==> config.mk <==
export PLATFORM = sky130hd
export DESIGN_NAME = core_bus_port
export DESIGN_NICKNAME = d
export VERILOG_FILES = /design/src/verilog/pci_pkg.sv /design/src/verilog/core_bus_port.sv
export VERILOG_INCLUDE_DIRS = /design/src /design/src/verilog
export SDC_FILE = /design/constraint.sdc
export NUM_CORES = 1
export LEC_CHECK = 0
export BUFFER_PORTS_ARGS = -buffer_cell sky130_fd_sc_hd__buf_2
export CORE_AREA = 2 2 69 71
export DETAILED_ROUTE_END_ITERATION = 8
export DIE_AREA = 0 0 71 73
export PLACE_DENSITY = 0.8
export SLEW_MARGIN = 0
export SYNTH_ARGS = -nofsm -noshare
export SYNTH_HDL_FRONTEND = slang
export SYNTH_SLANG_ARGS = --single-unit
==> constraint.sdc <==
create_clock -name sys_clk -period 1.25 [get_ports sys_clk]
set_input_delay 0.0625 -clock sys_clk [delete_from_list [all_inputs] [get_ports sys_clk]]
set_output_delay 0.0625 -clock sys_clk [all_outputs]
set_load 0.01 [all_outputs]
==> src/verilog/pci_defs.svh <==
`ifndef PCI_DEFS_SVH
`define PCI_DEFS_SVH

// Shared word memory geometry
`define PCI_MEM_WORDS 1024
`define PCI_ADDR_W    10

// Host command opcodes
`define PCI_OP_WRITE  8'h01
`define PCI_OP_READ   8'h02
`define PCI_OP_RUN    8'h03   // Release the core
`define PCI_OP_HOLD   8'h04   // Put the core back in reset

// Single-byte status replies
`define PCI_RSP_OK    8'hAA
`define PCI_RSP_BAD   8'hEE

`endif

==> src/verilog/pci_pkg.sv <==
`include "pci_defs.svh"

package pci_pkg;

    typedef logic [7:0]             byte_t;      // Host command or reply byte
    typedef logic [31:0]            word_t;
    typedef logic [`PCI_ADDR_W-1:0] mem_addr_t;  // Word index into shared memory

    // Request toward the shared memory, held until done
    typedef struct packed {
        logic      valid;
        logic      we;
        mem_addr_t addr;
        word_t     wdata;
    } mem_req_t;

    typedef struct packed {
        logic  done;   // One-cycle pulse
        word_t rdata;
    } mem_rsp_t;

    // Wishbone classic request signals from the core
    typedef struct packed {
        logic        cyc;
        logic        stb;
        logic        we;
        logic [31:0] addr;   // Byte address
        word_t       data;
    } core_bus_req_t;

    typedef enum logic [2:0] {
        IDLE,
        ADDR_HI,
        ADDR_LO,
        DATA,
        MEM_WAIT,
        SEND
    } host_state_e;

endpackage

==> src/verilog/core_bus_port.sv <==
`timescale 1ns/1ns
`include "pci_defs.svh"

module core_bus_port (
    input  logic                   sys_clk,
    input  logic                   reset_i,
    input  pci_pkg::core_bus_req_t bus_i,
    output pci_pkg::word_t         core_data_o,
    output logic                   core_ack_o,
    output pci_pkg::mem_req_t      mem_req_o,
    input  pci_pkg::mem_rsp_t      mem_rsp_i
);

    logic           busy_q;      // Memory request outstanding
    logic           ack_q;
    logic           recover_q;   // Idle cycle after the ack
    logic           new_cycle;
    pci_pkg::word_t rdata_q;

    // A held stb starts only one request per bus cycle
    assign new_cycle = bus_i.cyc & bus_i.stb & ~busy_q & ~ack_q & ~recover_q;

    always_comb begin
        mem_req_o.valid = (new_cycle | busy_q) & ~mem_rsp_i.done;
        mem_req_o.we    = bus_i.we;
        mem_req_o.addr  = bus_i.addr[`PCI_ADDR_W+1:2];   // Byte to word address
        mem_req_o.wdata = bus_i.data;
    end

    always_ff @(posedge sys_clk) begin
        if (reset_i) begin
            busy_q    <= 1'b0;
            ack_q     <= 1'b0;
            recover_q <= 1'b0;
        end else begin
            busy_q    <= (busy_q | new_cycle) & ~mem_rsp_i.done;
            ack_q     <= mem_rsp_i.done;
            recover_q <= ack_q;
        end
    end

    // Read data for the core
    always_ff @(posedge sys_clk) begin
        if (mem_rsp_i.done) begin
            rdata_q <= mem_rsp_i.rdata;
        end
    end

    assign core_ack_o  = ack_q;
    assign core_data_o = rdata_q;

    // The core keeps its request up until it sees the ack
    assert property (@(posedge sys_clk) disable iff (reset_i)
        core_ack_o |-> (bus_i.cyc && bus_i.stb));

endmodule

== After elaboration in Yosys (flattened, before gate mapping) ==
Cells that the tools add are included.

* Bitwise logic cells: 10

{| class="wikitable"
|+ Operators with widths
! cell !! number
|-
| bitwise AND 1 bit || 5
|-
| NOT 1 bit || 4
|-
| OR 1 bit || 1
|}

* Bits in registers: 35
* Input bits: 102
* Output and inout bits: 77
* Logic and storage cells: 14

== Longest topological paths before layout ==
Gate-level depths: netlist of run 1.

* Depth in word-level cells: 6
* Gate-level depth with buffers: 2
* Gate-level depth less buffers: 2

== Worst setup path before layout of run 1 ==
OpenSTA, ideal clock, no wires.

* Kind: reg-to-output
* From: register ack_q, in the netlist core_ack_o
* To: output mem_req_o[43] in the netlist's numbering
* Arrival time: 0.788 ns
* Required time: 1.188 ns
* Path slack: 0.400 ns
* Stages on the path, launching flop included: 3
* Buffers on the path: 0
* Cells stage by stage: dfxtp_1 nand4bb_1 a21oi_1

{| class="wikitable"
|+ RTL lines
! what !! RTL line !! RTL
|-
| start, declared || core_bus_port.sv:15 || <nowiki>logic ack_q;</nowiki>
|-
| start signal, assigned || core_bus_port.sv:37 || <nowiki>ack_q <= mem_rsp_i.done;</nowiki>
|-
| end, declared || core_bus_port.sv:10 || <nowiki>output pci_pkg::mem_req_t mem_req_o,</nowiki>
|}

==> flow_metrics.env, run 1 <==
export IMPL_fp_dieW_um=71
export IMPL_synth_top_cell_by_area="edfxtp_1"
export IMPL_utilization_pct=42.65
export IMPL_fin_skew_ns=0.00003825
export IMPL_grt_overflow=0
export IMPL_power_switching_uw=529.0
export IMPL_drive_above_1_share_pct=52.94
export IMPL_crit_type="reg -> out"
export IMPL_yosysSeqAreaShare_pct=73.51
export IMPL_synth_adder_area_share_pct=0
export IMPL_p_per_area_nw_per_um2=1271
export IMPL_start_util_pct=30.62
export IMPL_wl_um=3410
export IMPL_htreeDepth=2
export IMPL_clk_transition_reported_paths_ns=0.07
export IMPL_syn_area_um2=1389
export IMPL_clk_latency_ns=0.28
export IMPL_first_pass_iters=2
export IMPL_grt_max_degree=36
export IMPL_fin_nets=254
export IMPL_synthTopCellsByCount="43 x buf_4, 32 x edfxtp_1, 3 x dfxtp_1, 2 x nor2b_1"
export IMPL_fin_crit_ns=1.165
export IMPL_numCtsBuffers=5
export IMPL_drv_slew=0
export IMPL_synth_edf_count=32
export IMPL_final_cells=207
export IMPL_globalplace_congestion=0.7056
export IMPL_cp_cell_sequence="nand4bb_4 -> a21oi_1 -> buf_2"
export IMPL_finalHoldWorstSlack_ns=0.09376
export IMPL_r2r_cells=2
export IMPL_max_cap_viol_count=0
export IMPL_intPower_uw=1930
export IMPL_slew_headroom_pct=87.96
export IMPL_yosys_most_used_dff="edfxtp_1"
export IMPL_hold_viol=0
export IMPL_synth_top_cell_area_share_pct=69.19
export IMPL_wl_per_cell_um=16.47
export IMPL_sw_frac_of_total_pct=21.51
export IMPL_r2r_start="recover_q$_SDFF_PP0_"
export IMPL_synth_compound_area_share_pct=1.261
export IMPL_track_usage_pct=12.18
export IMPL_async_flop_share_pct=0
export IMPL_yosysMostFrequentCell="buf_4"
export IMPL_tightest_slew_ns=0.1807
export IMPL_area_growth_pct=39.28
export IMPL_cts_tree="done"
export IMPL_synth_top_family_by_area="buffers and inverters"
export IMPL_fin_tns_setup_ns=0
export IMPL_fmax_mhz=858.5
export IMPL_cts_root_buf="clkbuf_8"
export IMPL_slowest_stage="dfxtp_1"
export IMPL_outcome="complete, no violations"
export IMPL_setup_viol=0
export IMPL_antenna_left=0
export IMPL_path_max_fanout=2
export IMPL_io_pins=179
export IMPL_design_core_area_um2=4536
export IMPL_power_frac_seq_pct=56.8
export IMPL_hold_path_depth=3
export IMPL_crit_path_end_kind="output pin"
export IMPL_syn_instance_count=84
export IMPL_cts_sinks=35
export IMPL_cpPeakStageDelay_ns=0.31
export IMPL_antenna_cells=0
export IMPL_hpwl_um=2550
export IMPL_cp_data_required_time_ns=1.19
export IMPL_synth_cell_type_count=8
export IMPL_min_path_type="in -> reg"
export IMPL_vias_per_cell=4.082
export IMPL_rsz0062_at_grt="false"
export IMPL_port_buffers=70
export IMPL_drt_initial_drc_count=39
export IMPL_placed_area_um2=1504
export IMPL_synth_simple_area_share_pct=1.712
export IMPL_die_y_um=73
export IMPL_placedCellCount=166
export IMPL_crit_arrival_ns=1.10
export IMPL_synth_area_leaders="edfxtp_1 69%, buf_4 23%, dfxtp_1 4.3%"
export IMPL_synth_xor_xnor_area_share_pct=0
export IMPL_first_global_vias=880
export IMPL_drc=0
export IMPL_rows=25
export IMPL_r2r_end="busy_q$_SDFF_PP0_"
export IMPL_grt_pass1_wl_um=4554
export IMPL_fin_crit_sh_pct=93.18
export IMPL_antenna_found_initial=0
export IMPL_dieArea_um2=5183
export IMPL_startpoint_type="flop"
export IMPL_crit_end="mem_req_o[43]"
export IMPL_pwr_share_clk_pct=30.8
export IMPL_post_synth_cell_area_avg_um2=16.53
export IMPL_synth_mux_area_share_pct=0
export IMPL_p_leak_uw=0.0008227
export IMPL_ys_ff_latch=35
export IMPL_ir_drop_uv=394.1
export IMPL_clockBufferDepth=2
export IMPL_yosysWarnings=0
export IMPL_cp_startpoint="recover_q$_SDFF_PP0_"
export IMPL_vias=845
export IMPL_finalInstanceArea_um2=1934
export IMPL_pwr_share_comb_pct=12.4
export IMPL_r2r_setup_slack_ns=0.43
export IMPL_synth_nets=186
[critical path: cells and delay by family, from the launching register on]
| kind | cells | cell delay, ns |
|---|---|---|
| compound gates | 1 | 0.16 |
| buf+inv | 1 | 0.14 |
| flops | 1 | 0.31 |
| simple gates | 1 | 0.22 |
[layout by cell type, fill, tap and decap left out]
cell type      instances
nand4bb_4              1
a211oi_2               1
a21oi_1                1
nor2b_1                2
clkinv_2               3
dfxtp_1                3
buf_2                 70
inv_1                  1
edfxtp_1              32
buf_12                 1
dlygate4sd3_1         33
clkbuf_8               5
[registers in the layout, indices dropped and copies added, names as in the netlist]
name and flops:
busy_q 1, recover_q 1, core_ack_o 1, core_data_o 32
[worst min-delay path by stage]
stage                       start                end  slack, ns
finish                  bus_i[65]  busy_q$_SDFF_PP0_       0.09
global route            bus_i[65]  busy_q$_SDFF_PP0_       0.09
CTS                     bus_i[65]  busy_q$_SDFF_PP0_       0.12
detailed placement       bus_i[4]       mem_req_o[4]       0.13
global placement         bus_i[4]       mem_req_o[4]       0.13
floorplan           mem_rsp_i[32]  busy_q$_SDFF_PP0_       0.13
[per-stage QoR]
stage          worst slack (ns)  total power, µW
2_1_floorplan            0.4000             1621
3_3_place_gp             0.3376             1634
3_5_place_dp             0.3435             1644
4_1_cts                 0.02982             2492
5_1_grt                 0.02356             2558
6_report                0.08521             2459
[final cells by class]
cell class              count  area (µm²)
clock buffers               5       68.82
flip-flops and latches     35        1021
inverters                   1       3.754
multi-input cells           5       57.56
well taps                  54       67.56
fillers                   415        2601
repair buffers            104       700.7
clock inverters             3       15.01
[power groups by stage]
| stage | combinational [µW] | clock [µW] | sequential, µW |
|---|---|---|---|
| after floorplan | 149 | 0 | 1470 |
| after global placement | 216 | 0 | 1420 |
| after detailed placement | 222 | 0 | 1420 |
| after CTS | 302 | 794 | 1400 |
| after global routing | 328 | 826 | 1400 |
| final | 305 | 758 | 1400 |
[routing by layer]
layer	share of wire [%]	global-route usage, %	vias to the layer above
met5	0	0	-
li1	-	-	381
met4	4.3	9.224	0
met3	13	6.906	17
met2	57	22.95	68
met1	25	8.688	379
[cells by family (layout without fill, tap and decap cells)]
| kind of cell | after synthesis | after routing |
|---|---|---|
| buf+inv | 44 | 113 |
| flops | 35 | 35 |
| simple gates | 3 | 3 |
| compound gates | 2 | 2 |
[what timing repair did]
action	CTS	global route
gates resized for setup	0	1
setup endpoints to repair	0	1
hold buffers	33	0
setup buffers	0	0
endpoints found under the hold margin	35	0
No activity file was read; power rests on OpenSTA's default activity.
==> inputs of run 2 (changes only) <==
--- a/config.mk
+++ b/config.mk
@@ -6,11 +6,12 @@
 export SDC_FILE = /design/constraint.sdc
 export NUM_CORES = 1
 export LEC_CHECK = 0
-export BUFFER_PORTS_ARGS = -buffer_cell sky130_fd_sc_hd__buf_2
-export CORE_AREA = 2 2 69 71
+export CAP_MARGIN = 40
+export CORE_AREA = 2 2 70 72
 export DETAILED_ROUTE_END_ITERATION = 8
-export DIE_AREA = 0 0 71 73
-export PLACE_DENSITY = 0.8
+export DIE_AREA = 0 0 72 74
+export DONT_BUFFER_PORTS = 1
+export SETUP_SLACK_MARGIN = 0.1
 export SLEW_MARGIN = 0
 export SYNTH_ARGS = -nofsm -noshare
 export SYNTH_HDL_FRONTEND = slang
==> flow_metrics.env, run 2 (synthesized netlist as in run 1, its figures left out) <==
export IMPL_hpwl_um=1821
export IMPL_drv_slew=0
export IMPL_grt_pass1_wl_um=3505
export IMPL_cp_data_required_time_ns=1.48
export IMPL_path_max_fanout=3
export IMPL_fin_nets=184
export IMPL_cts_sinks=35
export IMPL_rsz0062_at_grt="false"
export IMPL_first_pass_iters=4
export IMPL_pwr_share_clk_pct=32.1
export IMPL_cts_tree="done"
export IMPL_drc=0
export IMPL_max_cap_viol_count=0
export IMPL_sw_frac_of_total_pct=19.93
export IMPL_start_util_pct=30.20
export IMPL_power_frac_seq_pct=63.6
export IMPL_clk_latency_ns=0.28
export IMPL_startpoint_type="primary input"
export IMPL_p_leak_uw=0.0005347
export IMPL_pwr_share_comb_pct=4.4
export IMPL_slew_headroom_pct=88.28
export IMPL_drt_initial_drc_count=24
export IMPL_p_per_area_nw_per_um2=1453
export IMPL_ir_drop_uv=512.9
export IMPL_die_y_um=74
export IMPL_rows=25
export IMPL_fp_dieW_um=72
export IMPL_intPower_uw=1840
export IMPL_clockBufferDepth=2
export IMPL_port_buffers=0
export IMPL_fin_crit_sh_pct=88.60
export IMPL_drive_above_1_share_pct=9.639
export IMPL_antenna_found_initial=0
export IMPL_outcome="finished, violations left"
export IMPL_cts_hold_buf=34
export IMPL_area_growth_pct=13.87
export IMPL_antenna_cells=0
export IMPL_largest_reg_flops=32
export IMPL_cpPeakStageDelay_ns=0.58
export IMPL_globalplace_congestion=0.5796
export IMPL_first_global_vias=679
export IMPL_utilization_pct=34.39
export IMPL_power_switching_uw=458.0
export IMPL_design_core_area_um2=4598
export IMPL_setup_viol=0
export IMPL_min_path_type="in -> reg"
export IMPL_clk_transition_reported_paths_ns=0.06
export IMPL_track_usage_pct=9.202
export IMPL_wl_um=2521
export IMPL_crit_family="buffers and inverters"
export IMPL_fmax_mhz=903.0
export IMPL_vias=594
export IMPL_cts_setup_buffers=0
export IMPL_htreeDepth=2
export IMPL_vias_per_cell=4.336
export IMPL_dieArea_um2=5328
export IMPL_crit_type="in -> reg"
export IMPL_tightest_slew_ns=0.1756
export IMPL_finalHoldWorstSlack_ns=-0.1596
export IMPL_antenna_left=0
export IMPL_layout_common_cells="34 x dlygate4sd3_1, 32 x edfxtp_1, 5 x clkbuf_8"
export IMPL_cp_cell_sequence="dlygate4sd3_1 -> nor2b_1 -> dlygate4sd3_1"
export IMPL_fin_tns_setup_ns=0
export IMPL_numCtsBuffers=5
export IMPL_cp_common_cell="dlygate4sd3_1"
export IMPL_layout_commonest_cell="dlygate4sd3_1"
export IMPL_cts_root_buf="clkbuf_8"
export IMPL_hold_viol=33
export IMPL_crit_path_end_kind="flop"
export IMPL_fin_skew_ns=0.0001069
export IMPL_fin_crit_ns=1.107
export IMPL_violations="hold timing"
export IMPL_wl_per_cell_um=18.40
export IMPL_grt_overflow=0
export IMPL_grt_max_degree=36
export IMPL_crit_arrival_ns=1.33
export IMPL_slowest_stage="dlygate4sd3_1"
export IMPL_path_buf_inv=2
export IMPL_io_pins=179
## run 2: power by group through the flow
stage / logic (µW) / registers [µW] / clock network, µW
finish: 101 / 1460 / 737
global route: 109 / 1470 / 814
CTS: 99.9 / 1460 / 772
detailed placement: 8.65 / 1490 / 0
global placement: 8.22 / 1490 / 0
floorplan: 149 / 1470 / 0
## run 2: layout make-up
type,count,area [µm²]
inverters,1,3.754
well taps,54,67.56
clock inverters,2,7.507
repair buffers,34,340.3
flip-flops and latches,35,1021
fillers,448,3017
clock buffers,6,72.57
multi-input cells,5,68.82
## run 2: stage by stage
step / area, µm² / total power, µW / worst slack (ns) / hold WS [ns] / instances
5_1_grt: 1582 / 2393 / 0.1041 / -0.1777 / 137
3_3_place_gp: 1134 / 1496 / 0.3565 / 0.1251 / 95
6_report: 1582 / 2298 / 0.1425 / -0.1596 / 137
3_5_place_dp: 1134 / 1498 / 0.3366 / 0.1251 / 95
2_1_floorplan: 1389 / 1621 / 0.4000 / 0.1271 / 84
4_1_cts: 1574 / 2337 / 0.1230 / -0.1686 / 137
## run 2: final timing paths
check,slack (ns),start,end,depth (start not counted)
min,-0.16,mem_rsp_i[32],busy_q$_SDFF_PP0_,1
max reg2reg,0.36,core_ack_o$_SDFF_PP0_,busy_q$_SDFF_PP0_,2
min reg2reg,0.53,busy_q$_SDFF_PP0_,busy_q$_SDFF_PP0_,2
max,0.14,reset_i,core_ack_o$_SDFF_PP0_,3
## run 2: layer usage
layer | GRT usage (%) | part of all wire (%)
met3 | 7.995 | 17
met2 | 15.53 | 52
met1 | 7.043 | 27
met5 | 0 | 0
met4 | 5.451 | 4.0
## run 2: timing repair
action / 4_1_cts / 5_1_grt
gates resized for setup: 2 / 1
endpoints found under the hold margin: 67 / 33
pin swaps: 1 / 0
gates cloned: 0 / 0
setup endpoints to repair: 1 / 1
