[config.mk]
export PLATFORM = sky130hd
export DESIGN_NAME = host_cmd_unit
export DESIGN_NICKNAME = d
export VERILOG_FILES = /design/src/verilog/pci_pkg.sv /design/src/verilog/host_cmd_unit.sv
export VERILOG_INCLUDE_DIRS = /design/src /design/src/verilog
export SDC_FILE = /design/constraint.sdc
export NUM_CORES = 1
export LEC_CHECK = 0
export BUFFER_PORTS_ARGS = -buffer_cell sky130_fd_sc_hd__buf_2
export CAP_MARGIN = 20
export CORE_UTILIZATION = 55
export DETAILED_ROUTE_END_ITERATION = 10
export GPL_TIMING_DRIVEN = 0
export PLACE_DENSITY = 0.88
export REMOVE_ABC_BUFFERS = 1
export SLEW_MARGIN = 25
export SYNTH_ARGS = -nofsm -noshare
export SYNTH_HDL_FRONTEND = slang
export SYNTH_SLANG_ARGS = --single-unit
[constraint.sdc]
create_clock -name sys_clk -period 7 [get_ports sys_clk]
set_clock_uncertainty 0.05 [all_clocks]
set_input_delay 0.35 -clock sys_clk [delete_from_list [all_inputs] [get_ports sys_clk]]
set_output_delay 0.35 -clock sys_clk [all_outputs]
set_load 0.05 [all_outputs]
[src/verilog/pci_defs.svh]
`ifndef PCI_DEFS_SVH
`define PCI_DEFS_SVH

// Shared word memory geometry
`define PCI_MEM_WORDS 1024
`define PCI_ADDR_W    10

// Host command opcodes
`define PCI_OP_WRITE  8'h01
`define PCI_OP_READ   8'h02
`define PCI_OP_RUN    8'h03   // Release the core
`define PCI_OP_HOLD   8'h04   // Put the core back in reset

// Single-byte status replies
`define PCI_RSP_OK    8'hAA
`define PCI_RSP_BAD   8'hEE

`endif

[src/verilog/pci_pkg.sv]
`include "pci_defs.svh"

package pci_pkg;

    typedef logic [7:0]             byte_t;      // Host command or reply byte
    typedef logic [31:0]            word_t;
    typedef logic [`PCI_ADDR_W-1:0] mem_addr_t;  // Word index into shared memory

    // Request toward the shared memory, held until done
    typedef struct packed {
        logic      valid;
        logic      we;
        mem_addr_t addr;
        word_t     wdata;
    } mem_req_t;

    typedef struct packed {
        logic  done;   // One-cycle pulse
        word_t rdata;
    } mem_rsp_t;

    // Wishbone classic request signals from the core
    typedef struct packed {
        logic        cyc;
        logic        stb;
        logic        we;
        logic [31:0] addr;   // Byte address
        word_t       data;
    } core_bus_req_t;

    typedef enum logic [2:0] {
        IDLE,
        ADDR_HI,
        ADDR_LO,
        DATA,
        MEM_WAIT,
        SEND
    } host_state_e;

endpackage

[src/verilog/host_cmd_unit.sv]
`timescale 1ns/1ns
`include "pci_defs.svh"

module host_cmd_unit (
    input  logic              sys_clk,
    input  logic              reset_i,
    input  logic              rx_valid_i,
    input  pci_pkg::byte_t    rx_byte_i,
    output logic              tx_valid_o,
    output pci_pkg::byte_t    tx_byte_o,
    output logic              core_rst_o,
    output pci_pkg::mem_req_t mem_req_o,
    input  pci_pkg::mem_rsp_t mem_rsp_i
);

    pci_pkg::host_state_e state_q;
    pci_pkg::byte_t       opcode_q;
    logic [15:0]          addr_bytes_q;   // Both address bytes, high first
    pci_pkg::word_t       wdata_q;
    pci_pkg::word_t       shift_q;        // Remaining read bytes
    logic [1:0]           cnt_q;
    logic                 req_valid_q;
    logic                 tx_valid_q;
    pci_pkg::byte_t       tx_byte_q;
    logic                 core_rst_q;
    logic                 is_write;

    assign is_write = (opcode_q == `PCI_OP_WRITE);

    always_comb begin
        mem_req_o.valid = req_valid_q;
        mem_req_o.we    = is_write;
        mem_req_o.addr  = addr_bytes_q[`PCI_ADDR_W-1:0];   // Upper address bits ignored
        mem_req_o.wdata = wdata_q;
    end

    assign tx_valid_o = tx_valid_q;
    assign tx_byte_o  = tx_byte_q;
    assign core_rst_o = core_rst_q;

    // Command FSM and control flags
    always_ff @(posedge sys_clk) begin
        if (reset_i) begin
            state_q     <= pci_pkg::IDLE;
            req_valid_q <= 1'b0;
            tx_valid_q  <= 1'b0;
            core_rst_q  <= 1'b1;   // Core held until a run command
            cnt_q       <= 2'd0;
        end else begin
            tx_valid_q <= 1'b0;
            case (state_q)
                pci_pkg::IDLE: begin
                    if (rx_valid_i) begin
                        case (rx_byte_i)
                            `PCI_OP_WRITE, `PCI_OP_READ: begin
                                state_q <= pci_pkg::ADDR_HI;
                            end
                            `PCI_OP_RUN: begin
                                core_rst_q <= 1'b0;
                                tx_valid_q <= 1'b1;
                            end
                            `PCI_OP_HOLD: begin
                                core_rst_q <= 1'b1;
                                tx_valid_q <= 1'b1;
                            end
                            default: tx_valid_q <= 1'b1;   // Bad opcode, stay in IDLE
                        endcase
                    end
                end
                pci_pkg::ADDR_HI: begin
                    if (rx_valid_i) begin
                        state_q <= pci_pkg::ADDR_LO;
                    end
                end
                pci_pkg::ADDR_LO: begin
                    if (rx_valid_i) begin
                        cnt_q <= 2'd0;
                        if (is_write) begin
                            state_q <= pci_pkg::DATA;
                        end else begin
                            state_q     <= pci_pkg::MEM_WAIT;
                            req_valid_q <= 1'b1;
                        end
                    end
                end
                pci_pkg::DATA: begin
                    if (rx_valid_i) begin
                        cnt_q <= cnt_q + 2'd1;
                        if (cnt_q == 2'd3) begin   // Last data byte
                            state_q     <= pci_pkg::MEM_WAIT;
                            req_valid_q <= 1'b1;
                        end
                    end
                end
                pci_pkg::MEM_WAIT: begin
                    if (mem_rsp_i.done) begin
                        req_valid_q <= 1'b0;
                        tx_valid_q  <= 1'b1;
                        cnt_q       <= is_write ? 2'd0 : 2'd3;
                        state_q     <= pci_pkg::SEND;
                    end
                end
                pci_pkg::SEND: begin
                    // cnt_q holds the bytes still to go after the current one
                    if (cnt_q == 2'd0) begin
                        state_q <= pci_pkg::IDLE;
                    end else begin
                        tx_valid_q <= 1'b1;
                        cnt_q      <= cnt_q - 2'd1;
                    end
                end
                default: state_q <= pci_pkg::IDLE;
            endcase
        end
    end

    // Payload registers
    always_ff @(posedge sys_clk) begin
        case (state_q)
            pci_pkg::IDLE: begin
                if (rx_valid_i) begin
                    opcode_q  <= rx_byte_i;
                    tx_byte_q <= (rx_byte_i == `PCI_OP_RUN || rx_byte_i == `PCI_OP_HOLD) ?
                                 `PCI_RSP_OK : `PCI_RSP_BAD;
                end
            end
            pci_pkg::ADDR_HI, pci_pkg::ADDR_LO: begin
                if (rx_valid_i) begin
                    addr_bytes_q <= {addr_bytes_q[7:0], rx_byte_i};
                end
            end
            pci_pkg::DATA: begin
                if (rx_valid_i) begin
                    wdata_q <= {wdata_q[23:0], rx_byte_i};   // MSB first
                end
            end
            pci_pkg::MEM_WAIT: begin
                if (mem_rsp_i.done) begin
                    tx_byte_q <= is_write ? `PCI_RSP_OK : mem_rsp_i.rdata[31:24];
                    shift_q   <= {mem_rsp_i.rdata[23:0], 8'h00};
                end
            end
            pci_pkg::SEND: begin
                tx_byte_q <= shift_q[31:24];
                shift_q   <= {shift_q[23:0], 8'h00};
            end
            default: ;
        endcase
    end

    // Replies seen in IDLE come only from run, hold or a bad opcode
    assert property (@(posedge sys_clk) disable iff (reset_i)
        (tx_valid_o && state_q == pci_pkg::IDLE) |->
            $past(rx_valid_i && state_q == pci_pkg::IDLE));

endmodule

# Word-level counts from Yosys, hierarchy flattened
# Cells that the tools add are included.
# word_totals
output_inout_bits	54
in_bits	44
regBits	98
wordCells	87
# op_classes
n_reduce_logical	19
mux	35
add_sub_neg	2
eq_ne	21
# op_table
operator	count
32-bit case mux with 2 select lines	1
32-bit two-way mux	1
3-bit two-way mux	9
8-bit two-way mux	3
8-bit case mux with 3 select lines	1
2-bit inequality test, second input constant	9
3-bit case mux with 6 select lines	1
8-bit by 1-bit == test with 1-bit output, second input constant	2
8-bit by 2-bit == test with 1-bit output, second input constant	2
2-bit two-way mux	5
1-bit two-way mux	9
8-bit by 3-bit == test with 1-bit output, second input constant	1
2-bit case mux with 4 select lines	1
2-bit AND reduction	4
8-bit AND reduction	1
7-bit two-way mux	1
3-bit by 2-bit == test with 1-bit output, second input constant	2
3-bit == test, second input constant	2
1-bit case mux with 3 select lines	2
3-bit AND reduction	2
6-bit AND reduction	1
3-bit nonzero test	2
5-bit AND reduction	1
2-bit nonzero test	2
other kinds (11)	12

# Longest topological paths before layout
# Gate-level depths: netlist (run 1).
# logic_depth
word_depth	5
ltp_mapped	6
mapped_depth_nobuf	5

# Worst setup path after synthesis (run 1)
# No wires, ideal clock.
# synth_timing
path_kind	register -> register
start	reg state_q[0]
end	reg wdata_q[0] (enable)
synth_period_minus_slack_ns	2.660
setup_time_ns	0.421
stages_incl_launch_ff	5
slack_ns	4.340
required_time_ns	6.529
arrival_ns	2.189
path_buffers	2
cell_sequence	dfxtp_1 buf_2 buf_1 nand2_1 nor2_1
# synth_via
elab_chain_len	2
# synth_rtl
element	line_no	source
start: declaration	host_cmd_unit.sv:16	pci_pkg::host_state_e state_q;
start signal: assignment	host_cmd_unit.sv:44	state_q <= pci_pkg::IDLE;
start signal: assignment	host_cmd_unit.sv:56	state_q <= pci_pkg::ADDR_HI;
start signal: assignment	host_cmd_unit.sv:72	state_q <= pci_pkg::ADDR_LO;
3-bit by 2-bit == test with 1-bit output	host_cmd_unit.sv:119	case (state_q)
2-bit AND reduction (no source line)	n/a	
end signal: assignment	host_cmd_unit.sv:134	wdata_q <= {wdata_q[23:0], rx_byte_i};
end: declaration	host_cmd_unit.sv:19	pci_pkg::word_t wdata_q;
# Every way passes these cells.
# A chain may end at the register's enable or synchronous reset.

==> results.json, run 1 <==
{
  "ir_worst_vdd_mv": 0.154,
  "wire_per_inst_microns": 16.2,
  "hp-class": "input pin to flop",
  "ys_seq_elements": 90,
  "setup_violations": 0,
  "r2r-start": "state_q[0]",
  "min_period_ns": 2.41,
  "dp_hpwl_microns": 4900,
  "crit_path_start_kind": "flop",
  "rsz0062_at_grt": "false",
  "area_delta_synth_final_pct": 20.8,
  "fp.dieH_microns": 82.0,
  "synth-edff-count": 82,
  "cts-root-buf": "clkbuf_8",
  "clk_pin_slew_ns": 0.08,
  "clock_sinks": 90,
  "final_max_slew_viol_count": 0,
  "tightest_slew_ns": 0.860,
  "post_cts_buffers": 0,
  "die_w_microns": 82.0,
  "clockBufferDepth": 2,
  "relSlewSlack": 0.423,
  "hold-path-endpoint": "addr_bytes_q[5]",
  "p_leak_nw": 1.57,
  "rows": 28,
  "min_path_cells": 1,
  "min_period_over_period": 0.344,
  "status": "completed",
  "fmax_ghz": 0.415,
  "netlist_instances": 257,
  "dr_wl_met3_microns": 576,
  "routabilityCongestion": 0.824,
  "viasPerCell": 5.49,
  "power_density_nw_per_um2": 219,
  "path_max_fanout": 5,
  "synth.avg_cell_area_sq_um": 13.7,
  "drive_above_1_share": 0.330,
  "cts_tree": "yes",
  "critical_path_class": "flop to primary output",
  "initial_core_util": 0.581,
  "dr.pass1.iters": 5,
  "min_from": "rx_byte_i[5]",
  "place.port_buffers": 97,
  "grt_pass1_wl_microns": 10700,
  "wl_met2_microns": 3640,
  "drt_iter0_drc": 263,
  "cts-resized-gates": 0,
  "core_area_sq_um": 6060,
  "numCtsBuffers": 9,
  "cts.htree.levels": 3,
  "synth_top_flop_cell": "edfxtp_1",
  "ys_types": 45,
  "worstSetupEndpointType": "primary output",
  "grt-ovfl-total": 0,
  "wl_met1_microns": 2660,
  "cts_hold_buf": 0,
  "boundaryPins": 98,
  "worstRegToRegCells": 4,
  "synth-async-reset-ratio": 0,
  "stdcell_area_sq_um": 4250,
  "antennaDiodeCount": 0,
  "grt_util_all_layers": 0.225,
  "cp.arrival_ns": 2.01,
  "routed_wl_microns": 7010,
  "antenna_found_initial": 0,
  "synth_area_sq_um": 3520,
  "grt_pass1_vias": 2241,
  "place_area_sq_um": 4090,
  "cp.required_ns": 6.60,
  "reg2reg_to": "cnt_q[0]",
  "maxCapViolCount": 0,
  "synth-warning-count": 0,
  "ant_nets": 0,
  "power_mw": 0.931,
  "grt_max_degree": 26,
  "r2r_slack_ns": 4.69,
  "hold_violations": 0,
  "layout.nets": 399,
  "top_layer_used": "met4",
  "setup_tns_ns": 0,
  "drc": 0,
  "synth_seq_area_share": 0.745,
  "die-area_sq_um": 6730,
  "clk_latency_ns": 0.36,
  "dr_total_vias": 2379
}
[final cells by class]
type                    instances  area, sq um
clock inverters                 5         31.3
fillers                       397         1810
well taps                      75         93.8
inverters                       8         30.0
repair buffers                 99          518
flip-flops and latches         90         2620
clock buffers                  10          128
multi-input cells             146          831
[per-layer routing]
metal  GRT usage  vias to the layer above
li1            -                     1129
met1       0.262                     1109
met2       0.383                      125
met3      0.0756                       16
met4      0.0860                        0
met5           0                        -
[cell families (layout without fill, tap and decap cells)]
kind of cell    Yosys count  in the layout  share of synthesized area
mux                       1              1                    0.00284
simple gates            107            107                      0.149
flops                    90             90                      0.745
xor+xnor                  3              3                    0.00746
fa+ha+maj                 1              1                    0.00355
compound gates           34             34                     0.0675
buf+inv                  21            122                     0.0252
[synthesized netlist by cell type, types with 4 or more instances]
master / count / share of area
edfxtp_1: 82 / 0.70
nand2_1: 61 / 0.065
and2_1: 9 / 0.016
dfxtp_1: 8 / 0.045
inv_1: 8 / 0.0085
a21oi_1: 6 / 0.0085
a31oi_1: 6 / 0.011
clkbuf_1: 6 / 0.0064
nor2b_1: 6 / 0.011
nor2_1: 5 / 0.0053
o21ai_0: 5 / 0.0071
nand3_1: 4 / 0.0057
nor3_1: 4 / 0.0057
[worst max-delay path, cell delays in order, from the launching register on]
cell	delay, ns
edfxtp_1	0.39
nor4_1	0.55
nand2_1	0.24
inv_1	0.19
buf_2	0.29
[state kept, by name (all words and copies together) (netlist names)]
signal / count
addr_bytes_q: 10
cnt_q: 2
core_rst_o: 1
opcode_q: 8
req_valid_q: 1
shift_q: 24
state_q: 3
tx_byte_o: 8
tx_valid_o: 1
wdata_q: 32
[worst max path at each step]
stage,start,endpoint,cells past startpoint
6_report,opcode_q[5],mem_req_o[42],4
5_1_grt,opcode_q[3],mem_req_o[42],4
4_1_cts,opcode_q[4],mem_req_o[42],4
3_5_place_dp,state_q[0],shift_q[18],3
3_3_place_gp,state_q[0],tx_byte_o[3],2
2_1_floorplan,state_q[0],tx_byte_o[0],2
[metrics by stage]
step | worst slack (ns) | instances | hold WS, ns | utilization
finish | 4.59 | 433 | 0.171 | 0.702
global route | 4.41 | 433 | 0.168 | 0.702
CTS | 4.59 | 433 | 0.168 | 0.702
detailed placement | 4.63 | 418 | 0.384 | 0.675
global placement | 3.82 | 416 | 0.375 | 0.667
floorplan | 4.34 | 244 | 0.369 | -
[where the power goes]
part | internal, mW | switching, mW
clock | 0.126 | 0.175
combinational | 0.0167 | 0.0240
sequential | 0.588 | 0.00224
total | 0.730 | 0.201
[layout by cell type (no fill, tap or decap), types with 4 or more instances in the layout]
| cell type | n |
|---|---|
| nand3_1 | 4 |
| o21ai_0 | 5 |
| clkbuf_8 | 9 |
| inv_1 | 8 |
| and2_1 | 8 |
| nor2_1 | 4 |
| a21oi_1 | 6 |
| buf_2 | 98 |
| a31oi_1 | 6 |
| dfxtp_1 | 8 |
| nand2_1 | 61 |
| nor2b_1 | 6 |
| edfxtp_1 | 82 |
No activity file was read; power rests on OpenSTA's default activity.
==> run 2, diff against run 1 <==
--- a/config.mk
+++ b/config.mk
@@ -8,10 +8,10 @@
 export LEC_CHECK = 0
 export BUFFER_PORTS_ARGS = -buffer_cell sky130_fd_sc_hd__buf_2
 export CAP_MARGIN = 20
-export CORE_UTILIZATION = 55
+export CORE_UTILIZATION = 52
 export DETAILED_ROUTE_END_ITERATION = 10
 export GPL_TIMING_DRIVEN = 0
-export PLACE_DENSITY = 0.88
+export PLACE_DENSITY = 0.85
 export REMOVE_ABC_BUFFERS = 1
 export SLEW_MARGIN = 25
 export SYNTH_ARGS = -nofsm -noshare
==> constraint.sdc (replaced) <==
create_clock -name sys_clk -period 2.4 [get_ports sys_clk]
set_clock_uncertainty 0.05 [all_clocks]
set_input_delay 0.12 -clock sys_clk [delete_from_list [all_inputs] [get_ports sys_clk]]
set_output_delay 0.12 -clock sys_clk [all_outputs]
set_load 0.05 [all_outputs]
==> run 2 against run 1 <==
Against the previous run: sequential cell count unchanged; via count up 6.4%; critical path depth unchanged; design area up 8.3%; utilization up 1.2 points; register-to-register slack worse by 4.5 ns; the flow now finishes with violations (design-rule violations); largest cell class unchanged; first-iteration DRC count down 31%; critical endpoint unchanged.
==> results.json, run 2 (synthesis gave the netlist of run 1 again) <==
{
  "dr_total_vias": 2532,
  "grt-ovfl-total": 0,
  "status": "finished with violations",
  "drive_above_1_share": 0.313,
  "largest_register_ffs": 32,
  "drt_iter0_drc": 182,
  "instances_no_fill": 470,
  "worstRegToRegCells": 4,
  "rsz0062_at_grt": "false",
  "initial_core_util": 0.545,
  "reg_top3": "wdata_q (32), shift_q (24), addr_bytes_q (10)",
  "ir_worst_vdd_mv": 0.397,
  "top_register": "wdata_q",
  "wire_per_inst_microns": 15.4,
  "hp-class": "input pin to flop",
  "cp.arrival_ns": 2.07,
  "clock_sinks": 90,
  "power_frac_comb": 0.058,
  "routed_wl_microns": 7230,
  "dp_cells": 420,
  "worstSetupEndpointType": "primary output",
  "clockBufferDepth": 2,
  "final_core_util": 0.713,
  "hold-path-endpoint": "tx_byte_o[3]",
  "critical_path_class": "flop to primary output",
  "grt_util_all_layers": 0.214,
  "min_period_over_period": 0.933,
  "dr.pass1.iters": 8,
  "pwr-share-clk": 0.331,
  "area_delta_synth_final_pct": 30.8,
  "fmax_ghz": 0.446,
  "violations": "design-rule violations",
  "rows": 29,
  "p_switching_mw": 0.631,
  "die_w_microns": 84.3,
  "cp-startpoint": "opcode_q[1]",
  "min_from": "mem_rsp_i[27]",
  "boundaryPins": 98,
  "switching_share": 0.224,
  "r2r_slack_ns": 0.17,
  "grt_pass1_vias": 2478,
  "setup_tns_ns": 0,
  "core_area_sq_um": 6460,
  "power_density_nw_per_um2": 611,
  "min_period_ns": 2.24,
  "r2r-start": "state_q[2]",
  "fillers": 398,
  "clk_pin_slew_ns": 0.09,
  "routabilityCongestion": 0.871,
  "die-area_sq_um": 7110,
  "ff_latch_area_sq_um": 2620,
  "cts.htree.levels": 3,
  "grt_pass1_wl_microns": 11400,
  "whs_ns": 0.0467,
  "numCtsBuffers": 9,
  "dp_hpwl_microns": 4550,
  "tightest_slew_ns": 0.853,
  "cts_tree": "yes",
  "maxCapViolCount": 0,
  "hold_violations": 0,
  "layout.nets": 433,
  "max_stage_delay_ns": 0.58,
  "path_cells": "nor4b_1 > nand2_1 > inv_1 > buf_2",
  "setup_violations": 0,
  "crit_path_start_kind": "flop",
  "grt_max_degree": 29,
  "viasPerCell": 5.39,
  "antenna_found_initial": 0,
  "final_max_slew_viol_count": 0,
  "antennaDiodeCount": 0,
  "cp_slowest_cell": "nor4b_1",
  "seqPwrFrac": 0.611,
  "p_int_mw": 2.18,
  "drc": 7,
  "cp.required_ns": 2.23,
  "clk_latency_ns": 0.36,
  "relSlewSlack": 0.430,
  "final_cell_mix": "buf_2 (98), edfxtp_1 (82), nand2_1 (61)",
  "multi_input_comb_area_sq_um": 832,
  "p_leak_nw": 1.73,
  "path_max_fanout": 5,
  "ant_nets": 0,
  "min_path_cells": 3,
  "cts-root-buf": "clkbuf_8",
  "fp.dieH_microns": 84.3,
  "place.port_buffers": 97,
  "reg2reg_to": "cnt_q[1]",
  "power_mw": 2.82,
  "mostFrequentLayoutCell": "buf_2"
}
## run 2: cell types whose count changed in the layout (fill, tap and decap cells not counted), moves of 2 or more
cell	before	now
inv_6	1	3
clkinv_2	0	2
clkinv_1	2	0
dlygate4sd3_1	0	34
## run 2: routing by layer
metal / wire, microns / global-route usage / up-vias / part of all wire
met5: 0 / 0 / - / 0
met2: 3730 / 0.367 / 124 / 0.52
met1: 2740 / 0.238 / 1184 / 0.38
li1: - / - / 1199 / -
met4: 238 / 0.136 / 0 / 0.033
met3: 519 / 0.0551 / 25 / 0.072
## run 2: critical path, delay by kind of cell (launching register included)
family                 cells  cell delay (ns)
buffers and inverters      2             0.48
AND/OR/NAND/NOR            2             0.86
flip-flops                 1             0.37
## run 2: power groups by stage
stage	Combinational [mW]	Clock (mW)	Sequential [mW]
final	0.164	0.931	1.72
after CTS	0.158	0.946	1.72
after global placement	0.110	0	1.76
after detailed placement	0.115	0	1.76
after floorplan	0.0410	0	1.77
after global routing	0.178	1.01	1.72
## run 2: stage by stage
| step | cell area (sq um) | setup WS, ns |
|---|---|---|
| finish | 4610 | 0.160 |
| global route | 4610 | 0.00481 |
| CTS | 4610 | 0.00608 |
| detailed placement | 4090 | 0.0302 |
| global placement | 4050 | -0.737 |
| floorplan | 3460 | -0.260 |
## run 2: worst max path at each step
stage | end | slack [ns] | depth (start not counted)
after global routing | cnt_q[1] | 0.005 | 4
after CTS | shift_q[15] | 0.006 | 3
after floorplan | tx_byte_o[0] | -0.26 | 2
after detailed placement | shift_q[11] | 0.03 | 3
after global placement | wdata_q[22] | -0.74 | 2
final | mem_req_o[42] | 0.16 | 4
## run 2: repair_timing
| action | in CTS | in global routing |
|---|---|---|
| setup buffers | 0 | 0 |
| endpoints found under the hold margin | 52 | 0 |
| gates resized for setup | 0 | 2 |
| hold buffers | 34 | 0 |
| setup endpoints to repair | 0 | 26 |
## run 2: layout make-up
type / count / area share
flip-flops and latches: 90 / 0.569
repair buffers: 133 / 0.185
multi-input cells: 146 / 0.181
clock buffers: 9 / 0.0269
well taps: 77 / 0.0209
clock inverters: 7 / 0.0114
inverters: 8 / 0.00652
